===== config.mk =====
export PLATFORM = sky130hd
export DESIGN_NAME = setup_descriptor_decode
export DESIGN_NICKNAME = d
export VERILOG_FILES = /design/src/verilog/cu_setup_pkg.sv /design/src/verilog/setup_descriptor_decode.sv
export SDC_FILE = /design/constraint.sdc
export NUM_CORES = 1
export LEC_CHECK = 0
export BUFFER_PORTS_ARGS = -buffer_cell sky130_fd_sc_hd__buf_4
export CAP_MARGIN = 10
export CORE_UTILIZATION = 25
export DETAILED_ROUTE_END_ITERATION = 7
export PLACE_DENSITY = 0.69
export SETUP_SLACK_MARGIN = 0.2
export SLEW_MARGIN = 20
export SYNTH_ARGS = -nofsm -noshare
export SYNTH_HDL_FRONTEND = slang
export SYNTH_SLANG_ARGS = --single-unit

===== constraint.sdc =====
create_clock -name ap_clk -period 0.8 [get_ports ap_clk]
set_input_delay 0.16 -clock ap_clk [delete_from_list [all_inputs] [get_ports ap_clk]]
set_output_delay 0.16 -clock ap_clk [all_outputs]
set_load 0.01 [all_outputs]

===== src/verilog/cu_setup_pkg.sv =====
// Compute unit setup package
// Shared widths, queue sizing, memory command codes and the packet
// structs passed between the decoder, sequencer and queues

package cu_setup_pkg;

    // ------------------------------------------------------------------
    // Widths
    // ------------------------------------------------------------------
    localparam int ADDR_W     = 64;
    localparam int DATA_W     = 32;
    // Read address advances one word per request
    localparam int WORD_BYTES = DATA_W / 8;
    localparam int COUNT_W    = 32;
    localparam int ID_CU_W    = 8;
    localparam int BUFFER_W   = 4;

    // ------------------------------------------------------------------
    // Queue sizing
    // ------------------------------------------------------------------
    localparam int FIFO_DEPTH  = 32;
    // Slack above the threshold absorbs pushes still in flight
    localparam int PROG_THRESH = 16;

    // ------------------------------------------------------------------
    // Command and buffer class codes
    // ------------------------------------------------------------------
    typedef enum logic {
        CMD_MEM_READ  = 1'b0,
        CMD_MEM_WRITE = 1'b1
    } mem_cmd_t;

    // Marks packets that belong to the setup structure
    localparam logic [BUFFER_W-1:0] STRUCT_CU_SETUP = 4'd1;

    // ------------------------------------------------------------------
    // Packets
    // ------------------------------------------------------------------
    // Kernel descriptor from the host
    typedef struct packed {
        logic              valid;
        logic [ADDR_W-1:0] base_address;
        logic [DATA_W-1:0] size;
    } kernel_descriptor_t;

    // Memory request or response body
    typedef struct packed {
        mem_cmd_t            cmd;
        logic [BUFFER_W-1:0] buffer;
        logic [ID_CU_W-1:0]  id_cu;
        logic [ADDR_W-1:0]   address;
        logic [DATA_W-1:0]   data;
    } mem_payload_t;

    typedef struct packed {
        logic         valid;
        mem_payload_t payload;
    } mem_packet_t;

    // Decoder to sequencer
    typedef struct packed {
        logic               valid;
        logic [ADDR_W-1:0]  base_address;
        logic [COUNT_W-1:0] word_count;
    } read_config_t;

    // Queue occupancy flags
    typedef struct packed {
        logic empty;
        logic full;
        logic prog_full;
    } fifo_status_t;

endpackage : cu_setup_pkg


===== src/verilog/setup_descriptor_decode.sv =====
// Setup descriptor decoder
// Registers the kernel descriptor and derives the read configuration
// handed to the read sequencer

`timescale 1ns/10ps

module setup_descriptor_decode import cu_setup_pkg::*; (
    input  logic               ap_clk,
    input  logic               areset_cu_setup,
    input  kernel_descriptor_t descriptor_in,
    output read_config_t       config_out
);

    // ------------------------------------------------------------------
    // Descriptor register
    // ------------------------------------------------------------------
    kernel_descriptor_t descriptor_reg;

    always_ff @(posedge ap_clk) begin
        if (areset_cu_setup) begin
            descriptor_reg.valid <= 1'b0;
        end else begin
            descriptor_reg.valid <= descriptor_in.valid;
        end
    end

    // Descriptor fields
    always_ff @(posedge ap_clk) begin
        descriptor_reg.base_address <= descriptor_in.base_address;
        descriptor_reg.size         <= descriptor_in.size;
    end

    // ------------------------------------------------------------------
    // Read configuration
    // ------------------------------------------------------------------
    always_comb begin
        config_out.valid        = descriptor_reg.valid;
        config_out.base_address = descriptor_reg.base_address;
        // Size counts half words so its lowest bit is dropped
        config_out.word_count   = COUNT_W'({1'b0, descriptor_reg.size[DATA_W-1:1]});
    end

endmodule : setup_descriptor_decode


==> key figures <==
Critical path
  – CP startpoint kind: flop
  – Crit-path slowest cell: dfxtp_2
  – Worst EP required: 640 ps
  – Buf+Inv Stages, Crit Path: 1
  – Max stage delay on crit path: between 300 and 400 ps
  – CP Cell Sequence: buf_6
  – Crit path depth: 1
  – Critical Path AT: between 700 and 800 ps
  – Crit Path Max Fanout: 1
  – Worst path top cell family by delay: flip-flops
  – CP Capture Type: output port
  – CP Class: reg2out

Layout
  – Final nets: 496
  – Core Util, Final: a little under 70%
  – Area growth, synth to finish: 163.0%
  – Max FFs per register: 96
  – Number of diodes: 0
  – Fill cell count: just over 500
  – Fin cells: about 500
  – Layout cell share with drive strength beyond 1: 73.88%

Timing
  – Final period demand of the worst path: 950.9 ps
  – Final hold violation count: 1
  – RSZ-0062 raised after global routing: true
  – PnR worst setup slack: -150.9 ps
  – Final period util: 118.9%
  – Pins Over Slew Limit: 0
  – Hold WS: -25.00 ps
  – Final setup violation count: 96
  – Maximum operating frequency: approximately 1.1 GHz

Floorplan
  – I/O pin count: 196
  – Row count: 31
  – Die Y-Extent: roughly 90 µm
  – Die area: slightly above 8000 µm²
  – Initial Util: about a quarter
  – Die Span X: approximately 90 µm
  – Total core area: 7408 µm²

Global route
  – Vias in the first global route: between 2000 and 2500
  – Initial antenna violation count: 0
  – Largest net degree at the start of global routing: 16
  – Grt ovf: 0
  – All-layer global routing usage: approximately 17%
  – First-pass GRT wire length: 10370 µm

Place
  – IO buf count: a little under 200
  – GPL Wtd Cong: 0.6846
  – Placed Instances: 390

Yosys
  – Yosys warns: 0
  – Mapped Nets: roughly 200
  – Seq/Total Area, Yosys: about 99%
  – Mapped Avg Cell Area: 19.67 µm²
  – Post-Synthesis Cells: 99
  – Cell variety after synth: 4
  – Mapped Area: between 1500 and 2000 µm²
  – Flops & latches, synth: between 90 and 100

Clock network
  – Root buf cell: clkbuf_8
  – Num Clock Sinks: 96
  – Setup repair bufs after CTS: 0
  – Clock-pin slew on the worst setup and hold paths: ~90 ps
  – TritonCTS Buffers: 9
  – Max Buffers Root-to-Sink: 2
  – CTS tree: built
  – H-tree depth: 3
  – Hold buffers post-CTS: 95

Route
  – Number of routed nets with antenna violations: 0
  – Final WL: roughly 6700 µm
  – Initial DRT Pass Iterations: 2
  – Wire per inst: about 13 µm
  – Vias: about 1900
  – DR vias/cell: about 3.7
  – DRC viols: 0
  – Initial DRC count: 24

Hold path
  – Hold depth: 2
  – Min-delay worst type: in2reg

Outcome
  – Outcome: finished, violations left
  – Failing checks: hold timing, setup timing

Run
  – Max Cap Viol: 0

Pwr
  – Leakage: 2.362 nW
  – VDD IR max: 0.001008 V
  – PD cells: approximately 1900 nW/µm²
==> report_power, final <==
group / internal, W / leakage [nW] / total [W] / switching, W
clock: 0.00130 / 0.0886 / 0.00287 / 0.00156
combinational: 0.00105 / 1.46 / 0.00144 / 0.000389
sequential: 0.00508 / 0.811 / 0.00520 / 0.000119
total: 0.00743 / 2.36 / 0.00950 / 0.00207
==> synth_stat cells <==
master	instances	share of area (%)
nor2b_4	1	0.71
dfxtp_1	96	99
buf_4	1	0.39
conb_1	1	0.19
==> logic make-up after synthesis <==
| logic type | share of synthesized area, % |
|---|---|
| other | 0.1926 |
| DFF | 98.71 |
| and+or+nand+nor | 0.7068 |
| buffers and inverters | 0.3857 |
==> cell type report <==
cell class                 count  area, µm²  area share (%)
clock buffer                  12      155.1           3.030
clock inverter                 4      28.78          0.5621
timing repair buffer         288       2763           53.96
multi-input combinational      2      17.52          0.3421
tap                           99      123.9           2.419
sequential                    96       2032           39.69
==> cells in the final DEF (no fill, tap or decap) <==
cell type	netlist	layout
nor2b_4	1	1
clkbuf_8	0	11
dlygate4sd3_1	0	94
clkinv_2	0	1
clkinvlp_4	0	2
buf_4	1	97
dlymetal6s4s_1	0	1
clkbuf_1	0	1
conb_1	1	1
dfxtp_2	0	88
dfxtp_1	96	8
clkinv_4	0	1
buf_6	0	96
==> timing repair <==
action                                  CTS  global route
gates resized for setup                 142            43
pin swaps                                 0             0
endpoints found under the setup margin   96            97
endpoints found under the hold margin    96             1
gates cloned                              0             0
==> path summary, 6_finish.rpt <==
kind	startpoint	end	slack, ps
max	config_out[19]	config_out[19]	-150
min	areset_cu_setup	config_out[96]	-20
==> layer usage <==
layer	global-route usage [%]	vias up	share of wire, %
li1	-	893	-
met1	14.94	834	33
met2	34.48	113	57
met3	5.330	10	8.0
met4	6.989	0	1.7
met5	0	-	0
==> stage by stage <==
step	total power [W]	setup WS [ps]	hold slack [ps]	TNS [ps]	instance area [µm²]
after floorplan	0.005359	309.2	187.7	0	1947
after global placement	0.006092	216.4	264.4	0	3512
after detailed placement	0.006109	214.3	265.6	0	3512
after CTS	0.009560	-167.3	-58.21	-14620	5065
after global routing	0.009937	-193.9	-47.19	-16300	5120
final	0.009502	-150.9	-25.00	-12820	5120
Power figures use the tool's default switching activity.
