<file path="src/verilog/cu_setup_pkg.sv">
// Compute unit setup package
// Shared widths, queue sizing, memory command codes and the packet
// structs passed between the decoder, sequencer and queues

package cu_setup_pkg;

    // ------------------------------------------------------------------
    // Widths
    // ------------------------------------------------------------------
    localparam int ADDR_W     = 64;
    localparam int DATA_W     = 32;
    // Read address advances one word per request
    localparam int WORD_BYTES = DATA_W / 8;
    localparam int COUNT_W    = 32;
    localparam int ID_CU_W    = 8;
    localparam int BUFFER_W   = 4;

    // ------------------------------------------------------------------
    // Queue sizing
    // ------------------------------------------------------------------
    localparam int FIFO_DEPTH  = 32;
    // Slack above the threshold absorbs pushes still in flight
    localparam int PROG_THRESH = 16;

    // ------------------------------------------------------------------
    // Command and buffer class codes
    // ------------------------------------------------------------------
    typedef enum logic {
        CMD_MEM_READ  = 1'b0,
        CMD_MEM_WRITE = 1'b1
    } mem_cmd_t;

    // Marks packets that belong to the setup structure
    localparam logic [BUFFER_W-1:0] STRUCT_CU_SETUP = 4'd1;

    // ------------------------------------------------------------------
    // Packets
    // ------------------------------------------------------------------
    // Kernel descriptor from the host
    typedef struct packed {
        logic              valid;
        logic [ADDR_W-1:0] base_address;
        logic [DATA_W-1:0] size;
    } kernel_descriptor_t;

    // Memory request or response body
    typedef struct packed {
        mem_cmd_t            cmd;
        logic [BUFFER_W-1:0] buffer;
        logic [ID_CU_W-1:0]  id_cu;
        logic [ADDR_W-1:0]   address;
        logic [DATA_W-1:0]   data;
    } mem_payload_t;

    typedef struct packed {
        logic         valid;
        mem_payload_t payload;
    } mem_packet_t;

    // Decoder to sequencer
    typedef struct packed {
        logic               valid;
        logic [ADDR_W-1:0]  base_address;
        logic [COUNT_W-1:0] word_count;
    } read_config_t;

    // Queue occupancy flags
    typedef struct packed {
        logic empty;
        logic full;
        logic prog_full;
    } fifo_status_t;

endpackage : cu_setup_pkg

</file>
<file path="src/verilog/setup_read_sequencer.sv">
// Setup read sequencer
// Walks the configured buffer one word at a time and pushes a read
// request per word into the request queue, pausing on back-pressure

`timescale 1ns/10ps

module setup_read_sequencer import cu_setup_pkg::*; #(
    parameter int ID_CU = 0
) (
    input  logic         ap_clk,
    input  logic         areset_cu_setup,
    input  read_config_t config_in,
    input  fifo_status_t request_status,
    input  logic         response_full_soon,
    output logic         push,
    output mem_payload_t push_payload,
    output logic         setup_done
);

    typedef enum logic [2:0] {
        SEQ_RESET,
        SEQ_IDLE,
        SEQ_START,
        SEQ_BUSY,
        SEQ_PAUSE,
        SEQ_DONE
    } seq_state_t;

    seq_state_t current_state;
    seq_state_t next_state;

    logic [ADDR_W-1:0]  read_address;
    logic [COUNT_W-1:0] words_left;
    logic               stall;
    logic               all_issued;

    // Either queue close to full holds the sequencer
    assign stall      = request_status.prog_full | response_full_soon;
    assign all_issued = (words_left == '0);

    // ------------------------------------------------------------------
    // State machine
    // ------------------------------------------------------------------
    always_ff @(posedge ap_clk) begin
        if (areset_cu_setup) begin
            current_state <= SEQ_RESET;
        end else begin
            current_state <= next_state;
        end
    end

    always_comb begin
        next_state = current_state;
        case (current_state)
            SEQ_RESET: begin
                next_state = SEQ_IDLE;
            end
            SEQ_IDLE: begin
                if (config_in.valid) begin
                    next_state = SEQ_START;
                end
            end
            SEQ_START: begin
                next_state = SEQ_BUSY;
            end
            SEQ_BUSY: begin
                // Done only once the last request has left the queue
                if (all_issued && request_status.empty) begin
                    next_state = SEQ_DONE;
                end else if (stall) begin
                    next_state = SEQ_PAUSE;
                end
            end
            SEQ_PAUSE: begin
                if (!stall) begin
                    next_state = SEQ_BUSY;
                end
            end
            SEQ_DONE: begin
                // Held until the host withdraws the descriptor
                if (!config_in.valid) begin
                    next_state = SEQ_IDLE;
                end
            end
            default: begin
                next_state = SEQ_RESET;
            end
        endcase
    end

    // ------------------------------------------------------------------
    // Address and word counter
    // ------------------------------------------------------------------
    assign push = (current_state == SEQ_BUSY) && !all_issued && !stall;

    always_ff @(posedge ap_clk) begin
        if (current_state == SEQ_START) begin
            read_address <= config_in.base_address;
            words_left   <= config_in.word_count;
        end else if (push) begin
            read_address <= read_address + ADDR_W'(WORD_BYTES);
            words_left   <= words_left - COUNT_W'(1);
        end
    end

    // Read request for the current word
    always_comb begin
        push_payload.cmd     = CMD_MEM_READ;
        push_payload.buffer  = STRUCT_CU_SETUP;
        push_payload.id_cu   = ID_CU_W'(ID_CU);
        push_payload.address = read_address;
        push_payload.data    = '0;
    end

    assign setup_done = (current_state == SEQ_DONE);

endmodule : setup_read_sequencer
</file>
<file path="config.mk">
export PLATFORM = sky130hd
export DESIGN_NAME = setup_read_sequencer
export DESIGN_NICKNAME = d
export VERILOG_FILES = /design/src/verilog/cu_setup_pkg.sv /design/src/verilog/setup_read_sequencer.sv
export SDC_FILE = /design/constraint.sdc
export NUM_CORES = 1
export LEC_CHECK = 0
export BUFFER_PORTS_ARGS = -buffer_cell sky130_fd_sc_hd__buf_2
export CAP_MARGIN = 15
export CORE_UTILIZATION = 41
export DETAILED_ROUTE_END_ITERATION = 12
export PLACE_DENSITY_LB_ADDON = 0.15
export SLEW_MARGIN = 20
export SYNTH_ARGS = -nofsm -noshare
export SYNTH_HDL_FRONTEND = slang
export SYNTH_SLANG_ARGS = --single-unit
</file>
<file path="constraint.sdc">
create_clock -name ap_clk -period 12 [get_ports ap_clk]
set_input_delay 0.6 -clock ap_clk [delete_from_list [all_inputs] [get_ports ap_clk]]
set_output_delay 0.6 -clock ap_clk [all_outputs]
set_load 0.1 [all_outputs]
</file>
==> run_results.csv <==
group,metric,value,unit
run_status,status,"finished, final reports clean",
synthesis,synthDistinctLibCells,52,
routing,wl_met2,7.438,mm
power_and_ir_drop,p_per_area,131.4,nW/µm²
placement,port_buffers,167,
clocking,post-cts-setup-buffers,0,
sta,hold_viol_final,0,
critical_path,critPathSlowestCell,"or4_1",
floorplan,die_y,127.2,µm
clocking,cts_max_path_buffers,2,
global_routing,track_usage,0.2001,
critical_path,critPathLaunchType,"flop",
routing,remaining_drc_errors,0,
critical_path,critical_path.startpoint,"words_left[12]$_DFFE_PP_",
routing,num_vias,5533,
final_layout,most-common-layout-cells,"buf_2, nand2_1, edfxtp_1",
global_routing,overflow,0,
clocking,ctsResizeCount,0,
clocking,clock_sinks,99,
routing,viasPerCell,5.200,
sta,final.setup.tns,0,ns
routing,dr.pass1.iters,4,
global_routing,grt_max_degree,97,
synthesis,synthArstFlopShare,0,
critical_path,worstPathRequired,11.40,ns
placement,place_area,7283,µm²
routing,highest_layer,"met5",
critical_path,r2r_start,"words_left[12]$_DFFE_PP_",
synthesis,synth_compound_area_frac,0.09677,
critical_path,crit_chain,"or4_1 -> nand4bb_1 -> nor3_1 -> and2_1 -> nor3b_1 -> buf_2",
critical_path,critPathMaxStageDelay,0.66,ns
final_layout,syn2layout_area_growth,17.78,%
routing,met1_length,7.727,mm
floorplan,placementRows,45,
final_layout,final_common_cell,"buf_2",
final_layout,antenna_cells,0,
floorplan,initial_core_util,0.4212,
final_layout,nNetsFinal,954,
synthesis,synth.ff_latch_count,99,
run,cap_violations,0,
sta,fin_crit_sh,0.2891,
final_layout,design_area,7569,µm²
floorplan,io_pins,214,
synthesis,yosysWarnings,0,
synthesis,ys_seq_area_frac,0.4579,
critical_path,critical_path.top_delay_family,"simple AND/OR/NAND/NOR gates",
power_and_ir_drop,leakagePower,2.633,nW
sta,rsz0062_at_grt,"false",
sta,skew,0.009623,ns
clocking,numCtsBuffers,9,
sta,tightest_slew,0.8599,ns
critical_path,critPathKind,"flop to output pin",
sta,setup_ws,8.531,ns
min_path,hp-start,"areset_cu_setup",
min_path,hold_class,"primary input to flop",
floorplan,die_w,127.2,µm
floorplan,core_area,15260,µm²
power_and_ir_drop,ir_drop,0.00005898,V
critical_path,cp.arrival,2.87,ns
critical_path,end_kind,"output pin",
synthesis,synth_area_leaders,"edfxtp_1, o21ai_0, nand2_1, buf_4, xor2_1",
synthesis,ys.flop_type,"edfxtp_1",
clocking,clock_latency,0.35,ns
synthesis,muxShareOfSynthArea,0.004673,
placement,routabilityCongestion,0.8529,
critical_path,cp_num_buf_inv,1,
placement,dp_slack,8.624,ns
synthesis,synth_area,6426,µm²
global_routing,antenna_found_initial,2,
sta,fmax,0.2882,GHz
synthesis,synth_cells,697,
clocking,cts_tree,"done",
sta,worst_slew_margin_rel,0.4255,
global_routing,grt_pass1_vias,5045,
routing,wl_per_cell,15.31,µm
synthesis,synthXorXnorAreaFrac,0.09540,
sta,finalSetupViolCount,0,
routing,wl_met3,881,µm
synthesis,yosys.area_share.simple,0.2627,
clocking,path_clk_slew,0.07,ns
critical_path,crit_fanout,8,
routing,drtIter0Drc,367,
synthesis,yosysTopAreaCellShare,0.4486,
clocking,cts-root-buf,"clkbuf_16",
final_layout,final_cells,1064,
sta,worst_hold_slack,0.4505,ns
synthesis,synth_top_family_by_area,"simple AND/OR/NAND/NOR gates",
clocking,ctsHoldBuffers,0,
synthesis,yosys.area.top_type,"edfxtp_1",
sta,drv_slew,0,
synthesis,synth_edf_count,96,
global_routing,grt_pass1_wl,25.25,mm
routing,drt_wl_total,16.30,mm
floorplan,die_area,16180,µm²
synthesis,synth-adder-area-share,0.005841,
placement,place_inst,1048,
placement,dp_hpwl,11.62,mm
clocking,htree_num_levels,3,
synthesis,avgSynthCellArea,9.220,µm²
final_layout,layout-drive-gt1-share,0.2380,
sta,fin_crit,3.469,ns
routing,ant_nets,0,
metal layers:
metal,global-route usage,vias up
met2,0.3226,182
met5,0,-
met1,0.2716,2557
li1,-,2774
met3,0.03643,18
met4,0.06793,2
flip-flops by register name, summed over array words and instances, names as in the netlist:
signal         count
current_state      3
words_left        32
read_address      64
area by class of cell:
| class | instances | area (µm²) |
|---|---|---|
| clock buffers | 13 | 240.2 |
| inverters | 5 | 21.27 |
| fillers | 1494 | 7690 |
| flip-flops and latches | 99 | 2943 |
| well taps | 211 | 264.0 |
| clock inverters | 3 | 38.79 |
| repair buffers | 174 | 888.4 |
| multi-input cells | 559 | 3173 |
synth_stat cells, types with 14 or more instances:
| library cell | number |
|---|---|
| nand4_1 | 29 |
| nand3_1 | 38 |
| buf_4 | 45 |
| nor4_1 | 18 |
| o21ai_0 | 79 |
| edfxtp_1 | 96 |
| xnor2_1 | 34 |
| nor3_1 | 21 |
| nand2_1 | 105 |
| nor2_1 | 41 |
| clkbuf_1 | 26 |
| or3_1 | 14 |
| xor2_1 | 36 |
metrics by stage:
stage	util	total power, mW
floorplan	-	0.6778
global placement	0.4773	0.7067
detailed placement	0.4773	0.7113
CTS	0.4956	1.002
global route	0.4960	1.029
finish	0.4960	0.9947
report_power, final:
group	leakage (nW)	internal [mW]	total [mW]	switching, mW
registers	0.904	0.414	0.441	0.0270
logic	1.59	0.0486	0.262	0.214
clock network	0.135	0.161	0.292	0.130
total	2.63	0.624	0.995	0.371
cell families (layout without fill, tap and decap cells):
| family | Yosys count | after routing |
|---|---|---|
| multiplexers | 3 | 3 |
| buffers and inverters | 82 | 195 |
| adder cells (fa/ha/maj) | 3 | 3 |
| flip-flops | 99 | 99 |
| other | 2 | 45 |
| AND/OR/NAND/NOR | 325 | 325 |
| XOR/XNOR | 70 | 70 |
| AO/OA/AOI/OAI | 113 | 113 |
final timing paths:
check,to,slack [ns],cells past startpoint
worst min-delay path,current_state[2]$_SDFFE_PP0P_,0.45,2
worst min register to register,current_state[0]$_SDFFE_PP0P_,0.61,4
worst max register to register,words_left[28]$_DFFE_PP_,8.62,7
worst max-delay path,push,8.53,6
worst register-to-register path, stage by stage, from the launching register on:
cell	delay (ns)
edfxtp_1	0.44
or4_1	0.66
nand4bb_1	0.47
nor3_1	0.39
and2_1	0.22
o41ai_2	0.07
buf_4	0.31
buf_4	0.44
(Power assumes the default switching activity.)
