`src/verilog/cu_setup_pkg.sv`:
```
// Compute unit setup package
// Shared widths, queue sizing, memory command codes and the packet
// structs passed between the decoder, sequencer and queues

package cu_setup_pkg;

    // ------------------------------------------------------------------
    // Widths
    // ------------------------------------------------------------------
    localparam int ADDR_W     = 64;
    localparam int DATA_W     = 32;
    // Read address advances one word per request
    localparam int WORD_BYTES = DATA_W / 8;
    localparam int COUNT_W    = 32;
    localparam int ID_CU_W    = 8;
    localparam int BUFFER_W   = 4;

    // ------------------------------------------------------------------
    // Queue sizing
    // ------------------------------------------------------------------
    localparam int FIFO_DEPTH  = 32;
    // Slack above the threshold absorbs pushes still in flight
    localparam int PROG_THRESH = 16;

    // ------------------------------------------------------------------
    // Command and buffer class codes
    // ------------------------------------------------------------------
    typedef enum logic {
        CMD_MEM_READ  = 1'b0,
        CMD_MEM_WRITE = 1'b1
    } mem_cmd_t;

    // Marks packets that belong to the setup structure
    localparam logic [BUFFER_W-1:0] STRUCT_CU_SETUP = 4'd1;

    // ------------------------------------------------------------------
    // Packets
    // ------------------------------------------------------------------
    // Kernel descriptor from the host
    typedef struct packed {
        logic              valid;
        logic [ADDR_W-1:0] base_address;
        logic [DATA_W-1:0] size;
    } kernel_descriptor_t;

    // Memory request or response body
    typedef struct packed {
        mem_cmd_t            cmd;
        logic [BUFFER_W-1:0] buffer;
        logic [ID_CU_W-1:0]  id_cu;
        logic [ADDR_W-1:0]   address;
        logic [DATA_W-1:0]   data;
    } mem_payload_t;

    typedef struct packed {
        logic         valid;
        mem_payload_t payload;
    } mem_packet_t;

    // Decoder to sequencer
    typedef struct packed {
        logic               valid;
        logic [ADDR_W-1:0]  base_address;
        logic [COUNT_W-1:0] word_count;
    } read_config_t;

    // Queue occupancy flags
    typedef struct packed {
        logic empty;
        logic full;
        logic prog_full;
    } fifo_status_t;

endpackage : cu_setup_pkg

```
`src/verilog/packet_fifo.sv`:
```
// Synchronous packet queue
// Circular buffer over any payload type, with full, empty and
// programmable-full flags and a registered read with a valid pulse

`timescale 1ns/10ps

module packet_fifo import cu_setup_pkg::*; #(
    parameter type payload_t = logic,
    parameter int  DEPTH     = FIFO_DEPTH
) (
    input  logic         ap_clk,
    input  logic         areset_cu_setup,
    input  logic         push,
    input  payload_t     push_data,
    input  logic         pop,
    output payload_t     pop_data,
    output logic         pop_valid,
    output fifo_status_t status
);

    localparam int PTR_W = (DEPTH > 1) ? $clog2(DEPTH) : 1;
    localparam int CNT_W = $clog2(DEPTH + 1);

    payload_t           mem [DEPTH];
    logic [PTR_W-1:0]   wr_ptr;
    logic [PTR_W-1:0]   rd_ptr;
    logic [CNT_W-1:0]   count;
    logic               wr_en;
    logic               rd_en;

    // ------------------------------------------------------------------
    // Flags from occupancy
    // ------------------------------------------------------------------
    always_comb begin
        status.empty     = (count == '0);
        status.full      = (count == CNT_W'(DEPTH));
        status.prog_full = (count >= CNT_W'(PROG_THRESH));
    end

    // Push when full and pop when empty are ignored
    assign wr_en = push & ~status.full;
    assign rd_en = pop & ~status.empty;

    // ------------------------------------------------------------------
    // Pointers and occupancy
    // ------------------------------------------------------------------
    always_ff @(posedge ap_clk) begin
        if (areset_cu_setup) begin
            wr_ptr    <= '0;
            rd_ptr    <= '0;
            count     <= '0;
            pop_valid <= 1'b0;
        end else begin
            pop_valid <= rd_en;
            if (wr_en) begin
                wr_ptr <= (wr_ptr == PTR_W'(DEPTH - 1)) ? '0 : wr_ptr + PTR_W'(1);
            end
            if (rd_en) begin
                rd_ptr <= (rd_ptr == PTR_W'(DEPTH - 1)) ? '0 : rd_ptr + PTR_W'(1);
            end
            case ({wr_en, rd_en})
                2'b10:   count <= count + CNT_W'(1);
                2'b01:   count <= count - CNT_W'(1);
                default: count <= count;
            endcase
        end
    end

    // Storage and read register
    always_ff @(posedge ap_clk) begin
        if (wr_en) begin
            mem[wr_ptr] <= push_data;
        end
        if (rd_en) begin
            pop_data <= mem[rd_ptr];
        end
    end

endmodule : packet_fifo

```
`config.mk`:
```
export PLATFORM = sky130hd
export DESIGN_NAME = packet_fifo
export DESIGN_NICKNAME = d
export VERILOG_FILES = /design/src/verilog/cu_setup_pkg.sv /design/src/verilog/packet_fifo.sv
export SDC_FILE = /design/constraint.sdc
export NUM_CORES = 1
export LEC_CHECK = 0
export ABC_AREA = 1
export BUFFER_PORTS_ARGS = -buffer_cell sky130_fd_sc_hd__buf_2
export CAP_MARGIN = 25
export CELL_PAD_IN_SITES_DETAIL_PLACEMENT = 0
export CELL_PAD_IN_SITES_GLOBAL_PLACEMENT = 1
export CORE_MARGIN = 10
export CORE_UTILIZATION = 28
export DETAILED_ROUTE_END_ITERATION = 10
export HOLD_SLACK_MARGIN = 0.02
export PLACE_DENSITY_LB_ADDON = 0.1
export REMOVE_ABC_BUFFERS = 1
export SLEW_MARGIN = 20
export SYNTH_ARGS = -nofsm -noshare
export SYNTH_HDL_FRONTEND = slang
export SYNTH_SLANG_ARGS = --single-unit
```
`constraint.sdc`:
```
create_clock -name ap_clk -period 3.1 [get_ports ap_clk]
set_clock_uncertainty 0.2 [all_clocks]
set_input_delay 0.775 -clock ap_clk [delete_from_list [all_inputs] [get_ports ap_clk]]
set_output_delay 0.775 -clock ap_clk [all_outputs]
set_load 0.1 [all_outputs]
```
==> flow_summary.ini, run 1 <==
[synthesis]
synth_top_family_by_area = simple AND/OR/NAND/NOR gates
synth_xor_area_share_pct = 1.32
ys_types = 30
synth_top_area_share_pct = 37.3
synth_compound_area_share_pct = 5.75
avgSynthCellArea_um2 = 8.79
synthAdderAreaFrac_pct = 6.41
syn_area_um2 = 2660
synth_top_area_cell = edfxtp_1
synth_flop_cell = edfxtp_1
synthTopCellsByArea = edfxtp_1, dfxtp_1, nand2_1
syn_inst = 302
synth_edf_count = 33
seq_area_frac_synth_pct = 50.1
muxShareOfSynthArea_pct = 0
yosys_warnings = 0
postSynth.asyncResetShare_pct = 0
ys_seq_elements = 50
synth-simple-area-share_pct = 28.1

[clock_tree]
postCtsSetupBuffers = 0
cts_root_buf = clkbuf_8
numCtsBuffers = 5
cts_buffer_depth = 2
clkSinkCount = 50
cts.clk_slew.worst_paths_ns = 0.09
cts_tree = yes
clkLatencyLatePin_ns = 0.30
cts_hold_buf = 0
cts-resized-gates = 0
cts_htree_levels = 2

[timing]
whs_ns = 0.332
finalCritPeriodShare_pct = 81.3
post-route-min-period_ns = 2.52
tightest_slew_ns = 0.543
hold_viol_final = 0
fmax_ghz = 0.397
slew_headroom_pct = 63.7
setup_viol = 0
maxSlewViolCount = 0
tns_ns = 0
rsz0062_at_grt = no

[pwr]
ir_drop_mv = 0.525
power_frac_seq_pct = 39.8
leakage_uw = 0.00109
p_clk_share_pct = 17.0
power.density_nw_per_um2 = 768
switching_power_uw = 1010
swShare_pct = 45.8
internal_power_uw = 1200
combPwrFrac_pct = 43.2

[routing]
vias = 1936
routed_wl_um = 6280
wire_per_inst_um = 14.3
post_drt_via_cell_ratio = 4.40
drtPass1Iterations = 4
ant_nets = 0
drc = 0
first_iter_violations = 53

[job]
max-cap-violations = 0

[die]
die-area_um2 = 13800
num_io_pins = 10
initial_core_util_pct = 28.7
core-area_um2 = 9240
std_cell_rows = 35
die_w_um = 117
die_y_um = 117

[cells_and_area]
final_cell_area_um2 = 2880
final_common_cell = nand2_1
area_delta_synth_final_pct = 8.44
num_antenna_cells = 0
drive_above_1_share_pct = 9.97
mostFrequentLayoutCells = nand2_1, nor3_1, edfxtp_1, nand3_1, inv_1
nNetsFinal = 328

[worst_setup_path]
crit_required_ns = 2.12
crit_end = status[2]
worstPathArrival_ns = 1.55
regToRegStartpoint = count[5]$_SDFFE_PP0P_
critPathMaxFanout = 4
r2r_end = count[4]$_SDFFE_PP0P_
r2r_slack_ns = 0.62
reg2reg_depth = 11
startpoint = count[4]$_SDFFE_PP0P_
critPathKind = flip-flop to output port
crit_path_end_kind = output port
critPathLaunchType = flip-flop

[place]
hpwl_um = 4360
place.gp.congestion = 0.804
place_area_um2 = 2800
port_buffers = 9

[global_routing]
grt_overflow = 0
grt.total_usage_pct = 9.44
grt_antenna_before_repair = 0
grt_max_degree = 40
grt_pass1_wl_um = 10700
grt_pass1_vias = 1997

[run_status]
status = complete, no violations

[min_path]
hp-class = flip-flop to flip-flop
==> critical path, stage by stage, from the launching register on <==
cell,delay [ns]
dfxtp_1,0.33
inv_1,0.19
nand4_2,0.21
inv_1,0.10
buf_2,0.42
==> routing by layer <==
layer / up-vias / wire, µm / global-route usage (%)
met2: 16 / 3120 / 16.3
met1: 889 / 3010 / 11.7
met5: - / 0 / 0
met4: 0 / 51 / 2.58
li1: 1027 / - / -
met3: 4 / 109 / 1.68
==> state kept, by name, summed over array words and instances, names as in the netlist <==
name and count:
mem 32, wr_ptr 5, rd_ptr 5, pop_valid 1
count 6, pop_data 1
==> cells by family (layout without fill, tap and decap cells) <==
kind of cell / after synthesis / after routing
buffers and inverters: 46 / 55
AO/OA/AOI/OAI: 29 / 29
adder cells (fa/ha/maj): 13 / 13
AND/OR/NAND/NOR: 160 / 160
flip-flops: 50 / 50
XOR/XNOR: 4 / 4
==> Yosys cell counts (2+ instances only) <==
| master | n |
|---|---|
| inv_1 | 29 |
| nor2_1 | 16 |
| nor2_2 | 2 |
| nand2_2 | 4 |
| ha_1 | 12 |
| buf_6 | 3 |
| edfxtp_1 | 33 |
| a21oi_2 | 2 |
| nand3_1 | 32 |
| nand4_1 | 3 |
| nor3_1 | 33 |
| o21ai_0 | 10 |
| clkinv_1 | 4 |
| buf_2 | 5 |
| nand2_1 | 66 |
| dfxtp_1 | 17 |
| o21ai_1 | 2 |
| a21oi_1 | 15 |
| xnor2_1 | 3 |
==> stage by stage <==
| step | std cells | setup slack, ns | util (%) | total power [µW] |
|---|---|---|---|---|
| final | 440 | 0.579 | 31.2 | 2210 |
| after global routing | 440 | 0.428 | 31.2 | 2390 |
| after CTS | 440 | 0.553 | 31.2 | 2260 |
| after detailed placement | 432 | 0.439 | 30.3 | 1880 |
| after global placement | 432 | 0.447 | 30.3 | 1890 |
| after floorplan | 292 | 0.386 | - | 1620 |
==> how the worst min path moves through the flow <==
| stage | from | end | slack, ns | cells after the start |
|---|---|---|---|---|
| 5_1_grt | rd_ptr[4]$_SDFFE_PP0P_ | rd_ptr[4]$_SDFFE_PP0P_ | 0.37 | 2 |
| 3_3_place_gp | rd_ptr[3]$_SDFFE_PP0P_ | rd_ptr[3]$_SDFFE_PP0P_ | 0.32 | 3 |
| 4_1_cts | wr_ptr[0]$_SDFFE_PP0P_ | wr_ptr[0]$_SDFFE_PP0P_ | 0.34 | 2 |
| 3_5_place_dp | wr_ptr[0]$_SDFFE_PP0P_ | wr_ptr[0]$_SDFFE_PP0P_ | 0.32 | 2 |
| 2_1_floorplan | rd_ptr[4]$_SDFFE_PP0P_ | rd_ptr[4]$_SDFFE_PP0P_ | 0.26 | 2 |
| 6_report | rd_ptr[4]$_SDFFE_PP0P_ | rd_ptr[4]$_SDFFE_PP0P_ | 0.33 | 2 |
==> layout make-up <==
class | instances | area, µm²
fillers | 1007 | 6360
multi-input cells | 206 | 1100
clock buffers | 8 | 80.1
inverters | 36 | 143
repair buffers | 11 | 60.1
well taps | 129 | 161
flip-flops and latches | 50 | 1330
==> power by group through the flow <==
| stage | registers, µW | logic (µW) | clock network (µW) |
|---|---|---|---|
| after floorplan | 944 | 680 | 0 |
| after global placement | 904 | 988 | 0 |
| after detailed placement | 899 | 977 | 0 |
| after CTS | 884 | 980 | 394 |
| after global routing | 894 | 1080 | 421 |
| final | 879 | 956 | 376 |
(Power assumes the default switching activity.)
==> run 2, diff against run 1 <==
==> constraint.sdc (replaced) <==
create_clock -name ap_clk -period 2.4 [get_ports ap_clk]
set_clock_uncertainty 0.2 [all_clocks]
set_input_delay 0.6 -clock ap_clk [delete_from_list [all_inputs] [get_ports ap_clk]]
set_output_delay 0.6 -clock ap_clk [all_outputs]
set_load 0.1 [all_outputs]
==> run 2 against run 1 <==
  * Via count grew 2.4%
  * Die area is the same
  * Global-route usage grew 0.25 points
  * First-iteration DRC count grew 110%
  * Final cell count grew 1.8%
  * Routed wire length grew 1.7%
  * Clock power grew 59%
  * Utilization grew 1.7 points
  * Critical path depth is the same
  * Sequential power grew 27%
==> flow_summary.ini, run 2 (synthesized netlist as in run 1, its figures left out) <==
[pwr]
switching_power_uw = 1370
power_frac_seq_pct = 35.6
internal_power_uw = 1790
combPwrFrac_pct = 45.6
p_clk_share_pct = 18.9
power.density_nw_per_um2 = 1040
leakage_uw = 0.00115
ir_drop_mv = 0.808
swShare_pct = 43.4

[worst_setup_path]
critPathLaunchType = flip-flop
critPathMaxFanout = 5
critical_path_buf_inv_count = 2
critPathTopFamily = buffers and inverters
critPathKind = flip-flop to output port
crit_path_end_kind = output port
worstPathArrival_ns = 1.44
r2r_slack_ns = 0.19
crit_required_ns = 1.60
critPathSlowestCell = buf_2
startpoint = count[0]$_SDFFE_PP0P_
cp_cell_sequence = nor2_4 -> nand4_4 -> inv_1 -> buf_2
reg2reg_depth = 13
r2r_end = count[5]$_SDFFE_PP0P_
critPathMaxStageDelay_ns = 0.42
regToRegStartpoint = count[0]$_SDFFE_PP0P_

[timing]
hold_viol_final = 0
finalCritPeriodShare_pct = 93.4
maxSlewViolCount = 0
layout_setup_ws_ns = 0.159
slew_headroom_pct = 65.8
fmax_ghz = 0.446
rsz0062_at_grt = no
post-route-min-period_ns = 2.24
tightest_slew_ns = 0.513
setup_viol = 0
tns_ns = 0

[cells_and_area]
num_antenna_cells = 0
drive_above_1_share_pct = 14.7
reg.largest.list = mem: 32 flops, count: 6 flops
final_common_cell = nand2_1
largest_reg_flops = 32
mostFrequentLayoutCells = nand2_1, nor3_1, edfxtp_1, nand3_1, inv_1
area_delta_synth_final_pct = 14.2
largest_register = mem
nNetsFinal = 336
fill_cells = 1006

[clock_tree]
postCtsSetupBuffers = 0
cts_hold_buf = 0
numCtsBuffers = 5
cts_buffer_depth = 2
cts.clk_slew.worst_paths_ns = 0.09
cts_htree_levels = 2
cts_root_buf = clkbuf_8
clkLatencyLatePin_ns = 0.30
clkSinkCount = 50
cts_tree = yes

[routing]
drc = 0
post_drt_via_cell_ratio = 4.43
first_iter_violations = 109
vias = 1983
wire_per_inst_um = 14.3
drtPass1Iterations = 4
routed_wl_um = 6390
ant_nets = 0

[global_routing]
grt_pass1_wl_um = 11000
grt.total_usage_pct = 9.68
grt_antenna_before_repair = 0
grt_overflow = 0
grt_pass1_vias = 2076
grt_max_degree = 40

[die]
num_io_pins = 10
die_y_um = 117
core-area_um2 = 9240
die_w_um = 117
std_cell_rows = 35
die-area_um2 = 13800
initial_core_util_pct = 28.7

[place]
pre_cts_slack_ns = 0.0425
port_buffers = 9
place.gp.congestion = 0.750
hpwl_um = 4460

[min_path]
min_to = rd_ptr[4]$_SDFFE_PP0P_
hp-class = flip-flop to flip-flop
worstHoldStart = rd_ptr[4]$_SDFFE_PP0P_
min_path_cells = 2

[job]
max-cap-violations = 0

[run_status]
status = complete, no violations
[run 2: cell types whose count changed in the layout (fill, tap and decap cells not counted), sizes merged]
cell	delta
clkbuf	-2
bufinv	+1
clkinv	+1
buf	+8
[run 2: metal layers]
layer  vias up  wire [µm]  global-route usage, %  share of wire [%]
li1       1047          -                      -                  -
met1       918       3100                   12.2                 49
met2        14       3100                   16.2                 49
met3         4        135                   2.30                2.1
met4         0         50                   2.35               0.78
met5         -          0                      0                  0
[run 2: how the worst max path moves through the flow]
stage / to / slack, ns / cells after the start
after floorplan: count[4]$_SDFFE_PP0P_ / -0.18 / 10
after global placement: count[4]$_SDFFE_PP0P_ / 0.04 / 9
after detailed placement: count[4]$_SDFFE_PP0P_ / 0.04 / 9
after CTS: count[5]$_SDFFE_PP0P_ / 0.04 / 13
after global routing: count[5]$_SDFFE_PP0P_ / 0.03 / 13
final: status[1] / 0.16 / 4
[run 2: what timing repair did]
| action | in CTS | in global routing |
|---|---|---|
| gates resized for setup | 0 | 11 |
| setup endpoints to repair | 0 | 3 |
| endpoints found under the hold margin | 0 | 0 |
[run 2: final cells by class]
cell class | count | area (µm²) | area share (%)
multi-input cells | 206 | 1150 | 38.0
clock buffers | 6 | 72.6 | 2.39
well taps | 129 | 161 | 5.32
repair buffers | 19 | 135 | 4.46
clock inverters | 2 | 33.8 | 1.11
inverters | 36 | 143 | 4.70
flip-flops and latches | 50 | 1330 | 44.0
[run 2: worst min-delay path: stages (launching register included)]
cell and delay [ns]:
dfxtp_1 0.34, inv_1 0.07, a21oi_1 0.06
[run 2: through the flow]
| stage | util, % | cells | hold WS (ns) | cell area [µm²] | power [µW] |
|---|---|---|---|---|---|
| after floorplan | - | 292 | 0.261 | 2580 | 2100 |
| after detailed placement | 31.1 | 440 | 0.298 | 2870 | 2540 |
| final | 32.8 | 448 | 0.309 | 3030 | 3160 |
| after CTS | 32.3 | 448 | 0.313 | 2980 | 3150 |
| after global routing | 32.8 | 448 | 0.359 | 3030 | 3430 |
| after global placement | 31.1 | 440 | 0.289 | 2870 | 2560 |
[run 2: power by group through the flow]
stage / logic [µW] / registers, µW / clock network (µW)
after CTS: 1410 / 1120 / 618
after floorplan: 878 / 1220 / 0
after global routing: 1630 / 1140 / 663
after global placement: 1420 / 1140 / 0
after detailed placement: 1410 / 1140 / 0
final: 1440 / 1120 / 596
==> run 3, diff against run 2 <==
==> constraint.sdc (replaced) <==
create_clock -name ap_clk -period 2.78 [get_ports ap_clk]
set_clock_uncertainty 0.2 [all_clocks]
set_input_delay 0.695 -clock ap_clk [delete_from_list [all_inputs] [get_ports ap_clk]]
set_output_delay 0.695 -clock ap_clk [all_outputs]
set_load 0.1 [all_outputs]
==> run 3 against run 2 <==
  * Clock power down 25%
  * Cell area is 4.7% lower
  * Power shrank 21%
  * Critical path depth rose by 7
  * Sequential share of layout area grew 2.1 points
  * Worst setup slack better by 0.16 ns
  * Count of clock-buffer cells in the layout grew 2
  * Final cell count shrank 1.8%
  * Combinational power is 26% lower
  * Utilization is 1.6 points lower
  * Non-clock buffer count decreased by 8
  * Largest cell class unchanged
  * Highest routed layer unchanged
==> flow_summary.ini, run 3 (synthesized netlist as in run 1, its figures left out) <==
[run_status]
status = complete, no violations

[worst_setup_path]
worstPathArrival_ns = 2.46
critPathLaunchType = flip-flop
crit_path_end_kind = flip-flop
crit_required_ns = 2.78
critPathMaxStageDelay_ns = 0.42
timing.critical_path.mode_cell = inv_1
reg2reg_depth = 11
r2r_slack_ns = 0.32
critPathSlowestCell = dfxtp_1
regToRegStartpoint = count[5]$_SDFFE_PP0P_
critPathMaxFanout = 10
critPathTopFamily = adder cells
cp_cell_sequence = inv_1 -> nand4_2 -> nand2_4 -> inv_4 -> ha_1 -> inv_1 -> fa_1 -> o21ai_0 -> nor2_1 -> o21ai_0 -> inv_1
critPathKind = flip-flop to flip-flop
r2r_end = count[4]$_SDFFE_PP0P_
critical_path_buf_inv_count = 4

[die]
num_io_pins = 10
die-area_um2 = 13800
core-area_um2 = 9240
std_cell_rows = 35
die_w_um = 117
die_y_um = 117
initial_core_util_pct = 28.7

[min_path]
hp-class = flip-flop to flip-flop
worstHoldStart = rd_ptr[4]$_SDFFE_PP0P_
min_path_cells = 2
min_to = rd_ptr[4]$_SDFFE_PP0P_

[place]
place_inst = 432
hpwl_um = 4400
place.gp.congestion = 0.771
port_buffers = 9
pre_cts_slack_ns = 0.197
place_area_um2 = 2800

[timing]
post-route-min-period_ns = 2.46
finalCritPeriodShare_pct = 88.5
maxSlewViolCount = 0
setup_viol = 0
layout_setup_ws_ns = 0.321
hold_viol_final = 0
tns_ns = 0
rsz0062_at_grt = no
tightest_slew_ns = 0.609
slew_headroom_pct = 59.3
fmax_ghz = 0.407

[pwr]
p_clk_share_pct = 17.8
power.density_nw_per_um2 = 865
switching_power_uw = 1140
ir_drop_mv = 0.631
power_frac_seq_pct = 39.5
swShare_pct = 45.5
combPwrFrac_pct = 42.7
total_power_uw = 2500
internal_power_uw = 1360
leakage_uw = 0.00110

[clock_tree]
cts_buffer_depth = 2
clkLatencyLatePin_ns = 0.30
cts_hold_buf = 0
cts_root_buf = clkbuf_8
cts.clk_slew.worst_paths_ns = 0.09
postCtsSetupBuffers = 0
cts_htree_levels = 2
cts_tree = yes
cts-resized-gates = 0
clkSinkCount = 50
numCtsBuffers = 5

[cells_and_area]
area_delta_synth_final_pct = 8.81
nNetsFinal = 328
num_antenna_cells = 0
largest_register = mem
largest_reg_flops = 32
stdcell_count = 440
reg.largest.list = mem: 32 flops, count: 6 flops
mostFrequentLayoutCells = nand2_1, nor3_1, edfxtp_1, nand3_1, inv_1
final_common_cell = nand2_1
final_cell_area_um2 = 2890
drive_above_1_share_pct = 10.3

[routing]
first_iter_violations = 56
routed_wl_um = 6350
drtPass1Iterations = 4
vias = 1951
wire_per_inst_um = 14.4
post_drt_via_cell_ratio = 4.43
drc = 0
ant_nets = 0

[global_routing]
grt_pass1_vias = 1906
grt_antenna_before_repair = 0
grt_pass1_wl_um = 10500
grt_max_degree = 40
grt_overflow = 0
grt.total_usage_pct = 9.35

[job]
max-cap-violations = 0
==> run 3: per-layer routing <==
layer  track usage (%)  up-vias  routed length (µm)
li1                  -     1031                   -
met1              11.5      891                3000
met2              15.9       24                3110
met3              2.01        5                 168
met4              2.58        0                  74
met5                 0        -                   0
==> run 3: final cells by class <==
cell class | count | area, µm²
fill | 985 | 6350
sequential | 50 | 1330
multi-input combinational | 206 | 1100
tap | 129 | 161
inverter | 36 | 143
clock buffer | 8 | 90.1
timing repair buffer | 11 | 60.1
==> run 3: power groups by stage <==
stage | combinational, µW | clock, µW | sequential [µW]
2_1_floorplan | 758 | 0 | 1050
3_3_place_gp | 1100 | 0 | 1010
3_5_place_dp | 1090 | 0 | 1010
4_1_cts | 1090 | 464 | 993
5_1_grt | 1190 | 491 | 1000
6_report | 1070 | 445 | 988
==> run 3: metrics by stage <==
step                      utilization [%]  hold slack, ns
after floorplan                         -           0.261
after global placement               30.3           0.321
after detailed placement             30.3           0.327
after CTS                            31.3           0.343
after global routing                 31.3           0.358
final                                31.3           0.332
==> run 3: worst max path at each step <==
| stage | to | cells past startpoint | slack, ns | startpoint |
|---|---|---|---|---|
| floorplan | count[4]$_SDFFE_PP0P_ | 8 | 0.15 | push |
| global placement | count[4]$_SDFFE_PP0P_ | 10 | 0.21 | pop |
| detailed placement | count[4]$_SDFFE_PP0P_ | 10 | 0.20 | pop |
| CTS | count[4]$_SDFFE_PP0P_ | 11 | 0.28 | count[5]$_SDFFE_PP0P_ |
| global route | count[4]$_SDFFE_PP0P_ | 12 | 0.12 | count[2]$_SDFFE_PP0P_ |
| finish | count[4]$_SDFFE_PP0P_ | 11 | 0.32 | count[5]$_SDFFE_PP0P_ |
==> run 3: worst register-to-register path, cell delays in order, from the launching register on <==
cell and delay, ns:
dfxtp_1 0.42, inv_1 0.11, nand4_2 0.15, nand2_4 0.11, inv_4 0.10, ha_1 0.28
inv_1 0.08, fa_1 0.40, o21ai_0 0.26, nor2_1 0.06, o21ai_0 0.15, inv_1 0.05
